<file path="src/hdl/conf_pkg.sv">
package conf_pkg;

   // data word and configuration field share one width
   localparam int unsigned data_w = 16;

   // fields per configuration
   localparam int unsigned conf_fields = 8;
   localparam int unsigned conf_bits = conf_fields * data_w;
   localparam int unsigned field_idx_w = 3;

   // saved configurations in the store
   localparam int unsigned conf_slots = 4;
   localparam int unsigned slot_w = 2;

   // memory word address is slot then field index
   localparam int unsigned mem_addr_w = slot_w + field_idx_w;

   // control bus address map
   localparam int unsigned ctr_addr_w = 6;

   // first address above the field registers
   localparam logic [ctr_addr_w-1:0] conf_reg_offset = 6'd8;

   // slots start here, one address per slot
   localparam logic [ctr_addr_w-1:0] conf_mem_base = 6'd32;

   typedef logic [data_w-1:0]      data_t;
   typedef logic [conf_bits-1:0]   conf_t;
   typedef logic [field_idx_w-1:0] field_idx_t;
   typedef logic [slot_w-1:0]      slot_t;
   typedef logic [mem_addr_w-1:0]  mem_addr_t;
   typedef logic [ctr_addr_w-1:0]  ctr_addr_t;

   // sequencer states
   typedef enum logic [2:0] {
      idle,
      reg_acc,
      save,
      load,
      ack_hold
   } seq_state_t;

endpackage
</file>
<file path="src/hdl/conf_mem_if.sv">
interface conf_mem_if import conf_pkg::*; ();

   logic      mem_we;

   // slot in the upper bits, field in the lower bits
   mem_addr_t mem_addr;
   data_t     mem_wdata;

   // word at last cycle's address
   data_t     mem_rdata;

   modport master (
      output mem_we,
      output mem_addr,
      output mem_wdata,
      input  mem_rdata
   );

   modport slave (
      input  mem_we,
      input  mem_addr,
      input  mem_wdata,
      output mem_rdata
   );

endinterface

</file>
<file path="src/hdl/conf_field_if.sv">
interface conf_field_if import conf_pkg::*; ();

   // write strobe, applied at the clock edge
   logic       field_we;

   // selects both the write target and the read field
   field_idx_t field_idx;
   data_t      field_wdata;
   data_t      field_rdata;

   modport master (
      output field_we,
      output field_idx,
      output field_wdata,
      input  field_rdata
   );

   modport slave (
      input  field_we,
      input  field_idx,
      input  field_wdata,
      output field_rdata
   );

endinterface

</file>
<file path="src/hdl/conf_top.sv">
module conf_top import conf_pkg::*; (
   input  logic      clk,
   input  logic      arst_n,

   // control bus, four-phase req/ack
   input  logic      ctr_req,
   input  logic      ctr_rnw,
   input  ctr_addr_t ctr_addr,
   input  data_t     ctr_data,
   output logic      ctr_ack,
   output data_t     ctr_rdata,

   // to the data engine
   output conf_t     conf_out
);

   logic       cnt_clr;
   logic       cnt_en;
   field_idx_t cnt_idx;
   logic       cnt_last;

   conf_field_if i_field_if ();
   conf_mem_if   i_mem_if ();

   conf_sequencer i_conf_sequencer (
      .clk       (clk),
      .arst_n    (arst_n),
      .ctr_req   (ctr_req),
      .ctr_rnw   (ctr_rnw),
      .ctr_addr  (ctr_addr),
      .ctr_data  (ctr_data),
      .ctr_ack   (ctr_ack),
      .ctr_rdata (ctr_rdata),
      .fld       (i_field_if.master),
      .mem       (i_mem_if.master),
      .cnt_clr   (cnt_clr),
      .cnt_en    (cnt_en),
      .cnt_idx   (cnt_idx),
      .cnt_last  (cnt_last)
   );

   // field index for save and load
   conf_word_counter i_conf_word_counter (
      .clk      (clk),
      .arst_n   (arst_n),
      .cnt_clr  (cnt_clr),
      .cnt_en   (cnt_en),
      .cnt_idx  (cnt_idx),
      .cnt_last (cnt_last)
   );

   conf_reg_bank i_conf_reg_bank (
      .clk      (clk),
      .arst_n   (arst_n),
      .fld      (i_field_if.slave),
      .conf_out (conf_out)
   );

   conf_mem i_conf_mem (
      .clk (clk),
      .mem (i_mem_if.slave)
   );

endmodule

</file>
<file path="src/hdl/conf_mem.sv">
module conf_mem import conf_pkg::*; (
   input  logic      clk,
   conf_mem_if.slave mem
);

   // all slots, one field per word
   data_t store [conf_slots * conf_fields];

   always_ff @(posedge clk) begin
      if (mem.mem_we) begin
         store[mem.mem_addr] <= mem.mem_wdata;
      end
   end

   // registered read, one cycle latency
   always_ff @(posedge clk) begin
      mem.mem_rdata <= store[mem.mem_addr];
   end

endmodule

</file>
<file path="src/hdl/conf_reg_bank.sv">
module conf_reg_bank import conf_pkg::*; (
   input  logic        clk,
   input  logic        arst_n,
   conf_field_if.slave fld,
   output conf_t       conf_out
);

   data_t field_q [conf_fields];

   // one field per write
   always_ff @(posedge clk or negedge arst_n) begin
      if (!arst_n) begin
         field_q <= '{default: '0};
      end else if (fld.field_we) begin
         field_q[fld.field_idx] <= fld.field_wdata;
      end
   end

   // combinational read of the selected field
   assign fld.field_rdata = field_q[fld.field_idx];

   // field 0 in the low bits
   always_comb begin
      for (int i = 0; i < conf_fields; i++) begin
         conf_out[i*data_w +: data_w] = field_q[i];
      end
   end

endmodule

</file>
<file path="src/hdl/conf_sequencer.sv">
module conf_sequencer import conf_pkg::*; (
   input  logic         clk,
   input  logic         arst_n,
   input  logic         ctr_req,
   input  logic         ctr_rnw,
   input  ctr_addr_t    ctr_addr,
   input  data_t        ctr_data,
   output logic         ctr_ack,
   output data_t        ctr_rdata,
   conf_field_if.master fld,
   conf_mem_if.master   mem,
   output logic         cnt_clr,
   output logic         cnt_en,
   input  field_idx_t   cnt_idx,
   input  logic         cnt_last
);

   seq_state_t state_q;
   seq_state_t state_d;

   logic       reg_hit;
   logic       mem_hit;
   ctr_addr_t  mem_off;

   // register read in progress, selects rdata at response
   logic       reg_rd_q;
   slot_t      slot_q;

   // load pipeline: memory read issued, field write one cycle later
   logic       ld_issue;
   logic       ld_pend_q;
   logic       ld_last_q;
   field_idx_t ld_idx_q;

   // address decode
   always_comb begin
      mem_off = ctr_addr - conf_mem_base;
      reg_hit = (ctr_addr < conf_reg_offset);
      mem_hit = (ctr_addr >= conf_mem_base) && (mem_off < conf_slots);
   end

   always_comb begin
      state_d = state_q;
      case (state_q)
         idle: begin
            if (ctr_req) begin
               if (mem_hit) begin
                  state_d = ctr_rnw ? load : save;
               end else begin
                  // register or unmapped, both answer after one cycle
                  state_d = reg_acc;
               end
            end
         end
         reg_acc: begin
            state_d = ack_hold;
         end
         save: begin
            if (cnt_last) begin
               state_d = reg_acc;
            end
         end
         load: begin
            // stay until the last field write has gone through
            if (ld_last_q) begin
               state_d = reg_acc;
            end
         end
         ack_hold: begin
            if (!ctr_req) begin
               state_d = idle;
            end
         end
         default: begin
            state_d = idle;
         end
      endcase
   end

   assign ld_issue = (state_q == load) && !ld_last_q;

   // counter starts every transfer from field 0
   assign cnt_clr = (state_q == idle) && ctr_req && mem_hit;
   assign cnt_en  = (state_q == save) || ld_issue;

   // register bank port
   always_comb begin
      fld.field_we    = 1'b0;
      fld.field_idx   = ctr_addr[field_idx_w-1:0];
      fld.field_wdata = ctr_data;
      if (ld_pend_q) begin
         fld.field_we    = 1'b1;
         fld.field_idx   = ld_idx_q;
         fld.field_wdata = mem.mem_rdata;
      end else if (state_q == save) begin
         fld.field_idx = cnt_idx;
      end else if (state_q == idle) begin
         // bus write lands at the decode edge
         fld.field_we = ctr_req && reg_hit && !ctr_rnw;
      end
   end

   // memory port, save writes and load reads share the address
   assign mem.mem_we    = (state_q == save);
   assign mem.mem_addr  = {slot_q, cnt_idx};
   assign mem.mem_wdata = fld.field_rdata;

   always_ff @(posedge clk or negedge arst_n) begin
      if (!arst_n) begin
         state_q   <= idle;
         ctr_ack   <= 1'b0;
         ctr_rdata <= '0;
         reg_rd_q  <= 1'b0;
         ld_pend_q <= 1'b0;
         ld_last_q <= 1'b0;
      end else begin
         state_q   <= state_d;
         ld_pend_q <= ld_issue;
         ld_last_q <= ld_issue && cnt_last;
         if (state_q == idle) begin
            reg_rd_q <= reg_hit && ctr_rnw;
         end
         if (state_q == reg_acc) begin
            ctr_ack   <= 1'b1;
            ctr_rdata <= reg_rd_q ? fld.field_rdata : '0;
         end else if ((state_q == ack_hold) && !ctr_req) begin
            ctr_ack   <= 1'b0;
            ctr_rdata <= '0;
         end
      end
   end

   // slot and load index
   always_ff @(posedge clk) begin
      if (state_q == idle) begin
         slot_q <= mem_off[slot_w-1:0];
      end
      ld_idx_q <= cnt_idx;
   end

endmodule

</file>
<file path="src/hdl/conf_word_counter.sv">
module conf_word_counter import conf_pkg::*; (
   input  logic       clk,
   input  logic       arst_n,
   input  logic       cnt_clr,
   input  logic       cnt_en,
   output field_idx_t cnt_idx,
   output logic       cnt_last
);

   // index of the last field in a configuration
   localparam field_idx_t last_idx = field_idx_t'(conf_fields - 1);

   // clear wins over increment
   always_ff @(posedge clk or negedge arst_n) begin
      if (!arst_n) begin
         cnt_idx <= '0;
      end else if (cnt_clr) begin
         cnt_idx <= '0;
      end else if (cnt_en) begin
         // wraps back to field 0 after the last one
         cnt_idx <= cnt_idx + 1'b1;
      end
   end

   // transfer ends on this field
   assign cnt_last = (cnt_idx == last_idx);

endmodule

</file>
<file path="config.mk">
export PLATFORM = sky130hd
export DESIGN_NAME = conf_top
export DESIGN_NICKNAME = d
export VERILOG_FILES = /design/src/hdl/conf_pkg.sv /design/src/hdl/conf_mem_if.sv /design/src/hdl/conf_field_if.sv /design/src/hdl/conf_top.sv /design/src/hdl/conf_mem.sv /design/src/hdl/conf_reg_bank.sv /design/src/hdl/conf_sequencer.sv /design/src/hdl/conf_word_counter.sv
export SDC_FILE = /design/constraint.sdc
export NUM_CORES = 1
export LEC_CHECK = 0
export ABC_CLOCK_PERIOD_IN_PS = 7400
export BUFFER_PORTS_ARGS = -buffer_cell sky130_fd_sc_hd__clkbuf_2
export CAP_MARGIN = 15
export CORE_MARGIN = 1.5
export CORE_UTILIZATION = 58
export CTS_CLUSTER_SIZE = 20
export DETAILED_ROUTE_END_ITERATION = 6
export PLACE_DENSITY = 0.78
export SYNTH_ARGS = -nofsm -noshare
export SYNTH_HDL_FRONTEND = slang
export SYNTH_SLANG_ARGS = --single-unit
</file>
<file path="constraint.sdc">
create_clock -name clk -period 7.4 [get_ports clk]
set_input_delay 0 -clock clk [delete_from_list [all_inputs] [get_ports clk]]
set_output_delay 0 -clock clk [all_outputs]
set_load 0.02 [all_outputs]
</file>
# [Word-level counts from Yosys, hierarchy flattened]
# Memory sizes are Yosys's and may differ from the RTL's. A register that Yosys moved wholly into a read port is not among the register bits.
# Cells that the tools add are included.
[totals] n_memories=1 ramBits=512 regBits=159 word_cells=81 output_inout_bits=145 input_bits=26
[op_classes] n_eq_ne=9 bitwise=1 n_lt_le_gt_ge=5 mux=28 addsub=2 reduce_logical=18
[memory_table] memory="i_conf_mem.store" depth=32 width=16 read_ports=1 rd_clocked_by_memory_dff=1 write_ports=1 line_no="conf_mem.sv:7" text="data_t store [conf_slots * conf_fields];"
[ops] operator="$bwmux 128" count=1
[ops] operator="$mux 16" count=7
[ops] operator="$bmux 16 s3" count=1
[ops] operator="$demux 16 s3" count=1
[ops] operator="$mux 3" count=9
[ops] operator="$pmux 3 s5" count=1
[ops] operator="$logic_and 1x1->1" count=10
[ops] operator="$mux 1" count=8
[ops] operator="$eq 3x2->1 const B" count=2
[ops] operator="$eq 3x3->1 const B" count=2
[ops] operator="$ge 6x6->1 const B" count=1
[ops] operator="$lt 6x3->1 const B" count=1
[ops] operator="$lt 6x4->1 const B" count=1
[ops] operator="$ne 2x2->1 const B" count=3
[ops] operator="$sub 6x6->6 const B" count=1
[ops] operator="$ge 4x4->1 const B" count=1
[ops] operator="$lt 4x1->1 const B" count=1
[ops] operator="$not 3->4" count=1
[ops] operator="$reduce_and 4->1" count=1
[ops] operator="$reduce_bool 2->1" count=2
[ops] operator="$add 3x1->3 const B" count=1
[ops] operator="$eq 3x1->1 const B" count=1
[ops] operator="$logic_not 1->1" count=3
[ops] operator="$logic_not 3->1" count=1
[ops] operator="2 further kinds" count=2

# [Logic depth before layout (Yosys ltp)]
# Gate-level depths: netlist (run 1).
[logic_depth] ltp_word=9 mapped_depth=10 ltp_nobuf=6

# [Cells and area by module]
# From an unflattened synthesis (run 1), not the netlist that was laid out.
[unflattened] hier_cells=1639 hier_area_um2=27851.7
[by_module_without_submodules] mod="conf_mem" cells_per_inst=1086 seq_area_each_um2=15695.1 instances=1 area_per_inst_um2=20049.2
[by_module_without_submodules] mod="conf_reg_bank" cells_per_inst=410 seq_area_each_um2=3203.1 instances=1 area_per_inst_um2=6090.8
[by_module_without_submodules] mod="conf_sequencer" cells_per_inst=132 seq_area_each_um2=695.7 instances=1 area_per_inst_um2=1571.5
[by_module_without_submodules] mod="conf_word_counter" cells_per_inst=11 seq_area_each_um2=75.1 instances=1 area_per_inst_um2=140.1

# [Least setup slack after synthesis (run 1)]
# OpenSTA, ideal clock, no wires.
[synth_path] path_type="reg-to-reg" startpoint="register i_conf_sequencer.state_q[2]" endpoint="memory i_conf_mem.store[0][10] (netlist name), data pin" arrival_time_ps=3386 t_required_ps=6911 synth_period_minus_slack_ps=3875 path_slack_ps=3525 stages_incl_launch_ff=8 path_buffers=2 setup_ps=489 cell_sequence="dfrtp_1 buf_2 nor3b_4 mux2i_2 o21ai_2 clkbuf_1 a32o_1 a221oi_1"
[synth_between] elab_chain_len=7
[synth_lines] item="start, declared" line_no="conf_sequencer.sv:18" text="seq_state_t state_q;"
[synth_lines] item="start signal, assigned" line_no="conf_sequencer.sv:110" text="state_q <= idle;"
[synth_lines] item="start signal, assigned" line_no="conf_sequencer.sv:117" text="state_q <= state_d;"
[synth_lines] item="$eq 3x2->1" line_no="conf_sequencer.sv:95" text="end else if (state_q == save) begin"
[synth_lines] item="$mux 3" line_no="conf_sequencer.sv:95"
[synth_lines] item="$mux 3" line_no="conf_sequencer.sv:91" text="if (ld_pend_q) begin"
[synth_lines] item="$not 3->4 (implied by the code)" line_no="conf_reg_bank.sv:20" text="assign fld.field_rdata = field_q[fld.field_idx];"
[synth_lines] item="$bmux 16 s3" line_no="conf_reg_bank.sv:20"
[synth_lines] item="$mux 16 (implied by the code) (2 in series)" line_no="conf_reg_bank.sv:20"
[synth_lines] item="via i_conf_mem.mem.mem_wdata[10]" line_no="conf_mem_if.sv:22" text="input mem_wdata,"
[synth_lines] item="end, declared" line_no="conf_mem.sv:7"
# The timed path passes the listed nets, and every way through them passes these cells. The select of a mux whose other input is x is not followed.

# [Worst setup path after layout (run 1)]
[layout_path] startpoint="register i_conf_word_counter.cnt_idx[0]" endpoint="memory i_conf_mem.store[31][15] (netlist name), data pin"
[layout_between] elab_chain_len=6
[layout_lines] item="start, declared" line_no="conf_word_counter.sv:6" text="output field_idx_t cnt_idx,"
[layout_lines] item="start signal, assigned" line_no="conf_word_counter.sv:21" text="cnt_idx <= cnt_idx + 1'b1;"
[layout_lines] item="$mux 3" line_no="conf_sequencer.sv:95"
[layout_lines] item="$mux 3" line_no="conf_sequencer.sv:91"
[layout_lines] item="$not 3->4 (implied by the code)" line_no="conf_reg_bank.sv:20"
[layout_lines] item="$bmux 16 s3" line_no="conf_reg_bank.sv:20"
[layout_lines] item="$mux 16 (implied by the code) (2 in series)" line_no="conf_reg_bank.sv:20"
[layout_lines] item="via i_conf_mem.mem.mem_wdata[15]" line_no="conf_mem_if.sv:22"
# The timed path passes the listed nets, and every way through them passes these cells. The select of a mux whose other input is x is not followed.

==> results of run 1 <==
-- final cells by class --
type,count,area share
clock inverters,25,0.0104
well taps,600,0.0237
clock buffers,99,0.0620
multi-input cells,622,0.231
inverters,9,0.00107
repair buffers,253,0.0499
flip-flops and latches,687,0.622
-- final timing paths --
check	from	end	depth (start not counted)
worst max register to register	i_conf_word_counter.cnt_idx[0]	i_conf_mem.store[31][15]	6
max in group asynchronous	arst_n	i_conf_reg_bank.conf_out[27]	3
worst min register to register	i_conf_sequencer.ctr_rdata[4]	i_conf_sequencer.ctr_rdata[4]	1
worst max-delay path	i_conf_word_counter.cnt_idx[0]	i_conf_mem.store[31][15]	6
min in group clk	ctr_addr[1]	i_conf_sequencer.slot_q[1]	2
worst min-delay path	arst_n	i_conf_reg_bank.conf_out[22]	2
-- cell usage in the layout, fill, tap and decap left out, drive strengths merged, types with 2 or more instances in the layout --
master       instances
nand3b               3
edfxtp             514
bufinv               7
buf                 60
nand3                7
or2                  2
clkinv              13
nor3                 4
inv                 13
nand4               16
mux2               143
ha                   5
a21oi               21
clkbuf             268
and3                 4
nor3b                4
and3b                2
mux4               128
and2                 2
nand2b               5
dlygate4sd3         24
or3b                 2
a32o                15
dfxtp               19
o31ai                3
a21o                 2
nand2               32
dfrtp              154
a22oi               65
mux2i               50
a221oi              16
a211o                2
o21ai                6
nor2b                4
a22o                15
nor2                49
a211oi               2
-- logic make-up after synthesis --
logic type	after synthesis	share of synthesized area
DFF	687	0.727
AOI/OAI and AO/OA	154	0.0445
muxes	321	0.185
xor gates and xnor gates	1	0.000324
buffers and inverters	89	0.0148
and+or+nand+nor	141	0.0269
adders and majority gates	5	0.00231
-- per-layer routing --
| layer | vias up | routed length (µm) |
|---|---|---|
| met3 | 227 | 7390 |
| met5 | - | 0 |
| met2 | 1077 | 33900 |
| li1 | 6196 | - |
| met4 | 0 | 3360 |
| met1 | 7998 | 26200 |
-- registers in the layout, summed over array words and instances (netlist names) --
signal / cells
i_conf_mem.mem.mem_rdata: 16
i_conf_sequencer.reg_rd_q: 1
i_conf_sequencer.ld_idx_q: 3
i_conf_sequencer.slot_q: 2
i_conf_sequencer.ctr_ack: 1
i_conf_mem.store: 512
i_conf_sequencer.state_q: 3
i_conf_sequencer.ld_pend_q: 1
i_conf_sequencer.ld_last_q: 1
i_conf_sequencer.ctr_rdata: 16
i_conf_word_counter.cnt_idx: 3
i_conf_reg_bank.conf_out: 128
-- through the flow --
stage	hold WS [ps]	utilization	power, µW	instance area, µm²	worst slack (ps)
floorplan	-296	-	9230	27100	3520
global placement	178	0.636	11100	29100	3310
detailed placement	189	0.636	11300	29100	3220
CTS	115	0.692	14800	31600	3190
global route	184	0.693	15400	31600	2950
finish	117	0.693	14900	31600	3200
-- power by group through the flow --
| stage | clock network (µW) | logic (µW) | registers [µW] |
|---|---|---|---|
| after floorplan | 0 | 2770 | 6460 |
| after global placement | 0 | 4760 | 6370 |
| after detailed placement | 0 | 4900 | 6400 |
| after CTS | 3560 | 4940 | 6330 |
| after global routing | 3700 | 5320 | 6380 |
| final | 3530 | 5050 | 6330 |
-- repair_timing --
action / in CTS / in global routing
resized for setup: 0 / 0
endpoints found under the hold margin: 238 / 0
hold buffers: 24 / 0
==> impl_metrics.env, run 1 <==
export IMPL_fill_cells=2724
export IMPL_insertion_delay_ps=610
export IMPL_finalSetupViolations=0
export IMPL_htree_num_levels=3
export IMPL_overflow=0
export IMPL_yosysTopAreaCell="edfxtp_1"
export IMPL_yosysTopAreaCellShare=0.570
export IMPL_drtIter0Drc=2080
export IMPL_nets=1672
export IMPL_internal_power_uw=9690
export IMPL_multi_input_area_um2=7310
export IMPL_crit_family="compound AO/OA/AOI/OAI gates"
export IMPL_regArea_um2=19700
export IMPL_syn_num_nets=1429
export IMPL_drc_errors=0
export IMPL_rsz0062_at_grt="false"
export IMPL_synth_edff_count=514
export IMPL_max_slew_margin=0.0517
export IMPL_clock_sinks=687
export IMPL_tritoncts="built"
export IMPL_required_ps=7600
export IMPL_synth_cells=1398
export IMPL_final_hold_viol_count=0
export IMPL_synthArstFlopShare=0.224
export IMPL_via_count=15500
export IMPL_grtUsageMet2=0.472
export IMPL_use_met3=0.0701
export IMPL_path_buf_inv=1
export IMPL_grt_met1_usage=0.409
export IMPL_antenna_left=0
export IMPL_hp_class="primary input to async pin"
export IMPL_crit_path_end_kind="register"
export IMPL_syn_area_per_cell_um2=19.4
export IMPL_sw_frac_of_total=0.350
export IMPL_seqPwrFrac=0.425
export IMPL_worstPathCellList="nand4bb_1, o221ai_4, buf_4, mux2i_1, a32o_1, a221oi_4"
export IMPL_min_period_over_period=0.568
export IMPL_critical_path_class="register to register"
export IMPL_clock_fmax_mhz=238
export IMPL_cp_data_arrival_time_ps=4400
export IMPL_slew_violations=0
export IMPL_cts_buffer_depth=3
export IMPL_firstDrtPassIters=5
export IMPL_synthMostInstantiatedCell="edfxtp_1"
export IMPL_synth_area_leaders="edfxtp_1, dfrtp_1, mux4_2"
export IMPL_coreArea_um2=45700
export IMPL_vdd_drop_max_v=0.000370
export IMPL_synthTopCellsByCount="edfxtp_1, dfrtp_1, mux2_2"
export IMPL_p_leak_uw=0.0116
export IMPL_syn_to_final_growth_pct=16.9
export IMPL_num_rows=78
export IMPL_hpwl_mm=42.6
export IMPL_grt_busiest_layer="met2"
export IMPL_die_x_um=219
export IMPL_wirelength_mm=70.9
export IMPL_p_sw_uw=5220
export IMPL_viasPerCell=6.75
export IMPL_dieHeight_um=219
export IMPL_synth_flop_cell="edfxtp_1"
export IMPL_grt_pass1_wl_mm=103
export IMPL_synth_cell_type_count=61
export IMPL_worst_pin_slew_ps=1420
export IMPL_die_area_um2=48000
export IMPL_critPathMaxFanout=63
export IMPL_synth_seq_cells=687
export IMPL_finalCriticalPeriod_ps=4200
export IMPL_post_cts_buffers=0
export IMPL_numCtsBuffers=68
export IMPL_antenna_found_initial=0
export IMPL_tns_ps=0
export IMPL_cp_slowest_cell="a221oi_4"
export IMPL_place_gp_congestion=0.837
export IMPL_wl_per_cell_um=30.9
export IMPL_start_util=0.593
export IMPL_io_buffers=170
export IMPL_yosysSeqAreaShare=0.727
export IMPL_maxCapViolations=0
export IMPL_p_per_area_nw_per_um2=471
export IMPL_clockPowerShare=0.237
export IMPL_netlist_area_um2=27100
export IMPL_antenna_cells=0
export IMPL_startpoint_type="register"
export IMPL_root_buffer="clkbuf_16"
export IMPL_skew_ps=24.5
export IMPL_grt_max_degree=102
export IMPL_first_global_vias=15600
export IMPL_drive_above_1_share=0.377
export IMPL_outcome="completed"
export IMPL_combPwrFrac=0.338
export IMPL_critPathMaxStageDelay_ps=1030
export IMPL_synth_warning_count=0
export IMPL_groute_usage_overall=0.302
export IMPL_instances_no_fill=2295
export IMPL_rrSetupSlack_ps=3200
export IMPL_path_clk_slew_ps=60
export IMPL_dp_cells=2145
export IMPL_io_pins=171
Note: power is estimated with default switching activity, not from simulation.
==> run 2: changes to the inputs <==
ABC_CLOCK_PERIOD_IN_PS = 3700   (was 7400)
CORE_UTILIZATION = 54   (was 58)
PLACE_DENSITY = 0.76   (was 0.78)
clock period = 3.7 ns   (was 7.4 ns; I/O delays follow)
==> run 2 against run 1 <==
  * Combinational power is 110% higher
  * Die area rose by 7.3%
  * Sequential power grew 94%
  * Design area increased by 0.66%
  * First-iteration DRC count up 1.3%
  * Sequential cell count is the same
  * Power increased by 100%
  * Clock skew down 6.2 ps
  * Clock-buffer cell count shrank 9
  * Cell count rose by 3.7%
  * Largest power group unchanged
==> impl_metrics.env, run 2 (synthesis gave the netlist of run 1 again) <==
export IMPL_nets=1692
export IMPL_required_ps=4170
export IMPL_clock_fmax_mhz=298
export IMPL_path_depth=5
export IMPL_min_period_over_period=0.906
export IMPL_num_rows=81
export IMPL_hp_class="primary input to async pin"
export IMPL_viasPerCell=6.34
export IMPL_io_buffers=170
export IMPL_grt_pass1_wl_mm=99.9
export IMPL_skew_ps=18.3
export IMPL_critPathMaxFanout=16
export IMPL_wirelength_mm=68.2
export IMPL_instances_no_fill=2379
export IMPL_antenna_found_initial=0
export IMPL_hpwl_mm=41.0
export IMPL_firstDrtPassIters=6
export IMPL_antenna_cells=0
export IMPL_drtIter0Drc=2107
export IMPL_cts_buffer_depth=3
export IMPL_regMostFlops="i_conf_mem.store"
export IMPL_grt_max_degree=134
export IMPL_largest_register_ffs=512
export IMPL_drive_above_1_share=0.382
export IMPL_startpoint_type="register"
export IMPL_die_x_um=227
export IMPL_worstPathCellList="nor3b_4, mux2i_2, o211a_1, nand2_1, mux2_2"
export IMPL_start_util=0.550
export IMPL_p_leak_uw=0.0117
export IMPL_crit_family="simple AND/OR/NAND/NOR gates"
export IMPL_io_pins=171
export IMPL_cp_slowest_cell="nand2_1"
export IMPL_tns_ps=0
export IMPL_max_slew_margin=0.284
export IMPL_clock_sinks=687
export IMPL_path_clk_slew_ps=60
export IMPL_final_cell_mix="edfxtp_1, clkbuf_2, dfrtp_1, mux2_2, mux4_2"
export IMPL_numCtsBuffers=68
export IMPL_fin_hold_ws_ps=112
export IMPL_slew_violations=0
export IMPL_first_global_vias=15500
export IMPL_groute_usage_overall=0.270
export IMPL_crit_path_end_kind="register"
export IMPL_place_gp_congestion=0.848
export IMPL_insertion_delay_ps=610
export IMPL_finalSetupViolations=0
export IMPL_rsz0062_at_grt="false"
export IMPL_htree_num_levels=3
export IMPL_maxCapViolations=0
export IMPL_syn_to_final_growth_pct=17.7
export IMPL_fill_cells=3250
export IMPL_coreArea_um2=49300
export IMPL_dieHeight_um=227
export IMPL_via_count=15100
export IMPL_tritoncts="built"
export IMPL_final_hold_viol_count=0
export IMPL_reg2regPathDepth=5
export IMPL_vdd_drop_max_v=0.000624
export IMPL_worst_pin_slew_ps=1070
export IMPL_finalCriticalPeriod_ps=3350
export IMPL_cts_resized=0
export IMPL_critPathMaxStageDelay_ps=630
export IMPL_antenna_left=0
export IMPL_dp_cells=2230
export IMPL_die_area_um2=51500
export IMPL_drc_errors=0
export IMPL_root_buffer="clkbuf_16"
export IMPL_wl_per_cell_um=28.7
export IMPL_outcome="completed"
export IMPL_critical_path_class="register to register"
export IMPL_cp_data_arrival_time_ps=3820
export IMPL_overflow=0
export IMPL_path_buf_inv=0
export IMPL_p_per_area_nw_per_um2=937
export IMPL_final_common_cell="edfxtp_1"
==> run 2: through the flow <==
stage | setup slack [ps] | total power (µW) | area, µm² | util
finish | 347 | 29800 | 31900 | 0.647
global route | 172 | 31000 | 31900 | 0.647
CTS | 391 | 29900 | 31900 | 0.647
detailed placement | 428 | 22900 | 29400 | 0.596
global placement | 564 | 22500 | 29400 | 0.596
floorplan | 33.8 | 18600 | 27200 | -
==> run 2: routing by layer <==
metal,part of all wire,routed length (µm),vias up,track usage
li1,-,-,6225,-
met1,0.39,26400,7861,0.373
met2,0.49,33100,845,0.423
met3,0.091,6200,151,0.0600
met4,0.037,2550,0,0.104
met5,0,0,-,0
==> run 2: path summary, 6_finish.rpt <==
kind                                                     start                        endpoint  slack, ps
min in group clk                                   ctr_addr[1]      i_conf_sequencer.slot_q[1]        210
worst max-delay path               i_conf_sequencer.state_q[0]    i_conf_reg_bank.conf_out[20]        350
worst max register to register     i_conf_sequencer.state_q[0]    i_conf_reg_bank.conf_out[20]        350
max in group asynchronous                               arst_n    i_conf_reg_bank.conf_out[12]       2620
worst min register to register  i_conf_sequencer.ctr_rdata[14]  i_conf_sequencer.ctr_rdata[14]        510
worst min-delay path                                    arst_n      i_conf_sequencer.ld_last_q        110
==> run 2: layout make-up <==
| class | count | area, µm² | area share |
|---|---|---|---|
| Sequential cell | 687 | 19700 | 0.618 |
| Inverter | 9 | 33.8 | 0.00106 |
| Clock buffer | 90 | 1890 | 0.0593 |
| Tap cell | 664 | 831 | 0.0261 |
| Clock inverter | 34 | 360 | 0.0113 |
| Multi-Input combinational cell | 622 | 7320 | 0.230 |
| Timing Repair Buffer | 273 | 1740 | 0.0547 |
==> run 2: what timing repair did <==
| item | 4_1_cts | 5_1_grt |
|---|---|---|
| endpoints found under the hold margin | 240 | 0 |
| hold buffers | 25 | 0 |
| setup buffers | 0 | 0 |
| setup endpoints to repair | 0 | 0 |
==> run 2: report_power, final <==
part | total (µW) | switching (µW) | internal [µW]
registers | 12300 | 762 | 11500
logic | 10600 | 6820 | 3790
clock network | 6970 | 2870 | 4100
total | 29800 | 10500 | 19400
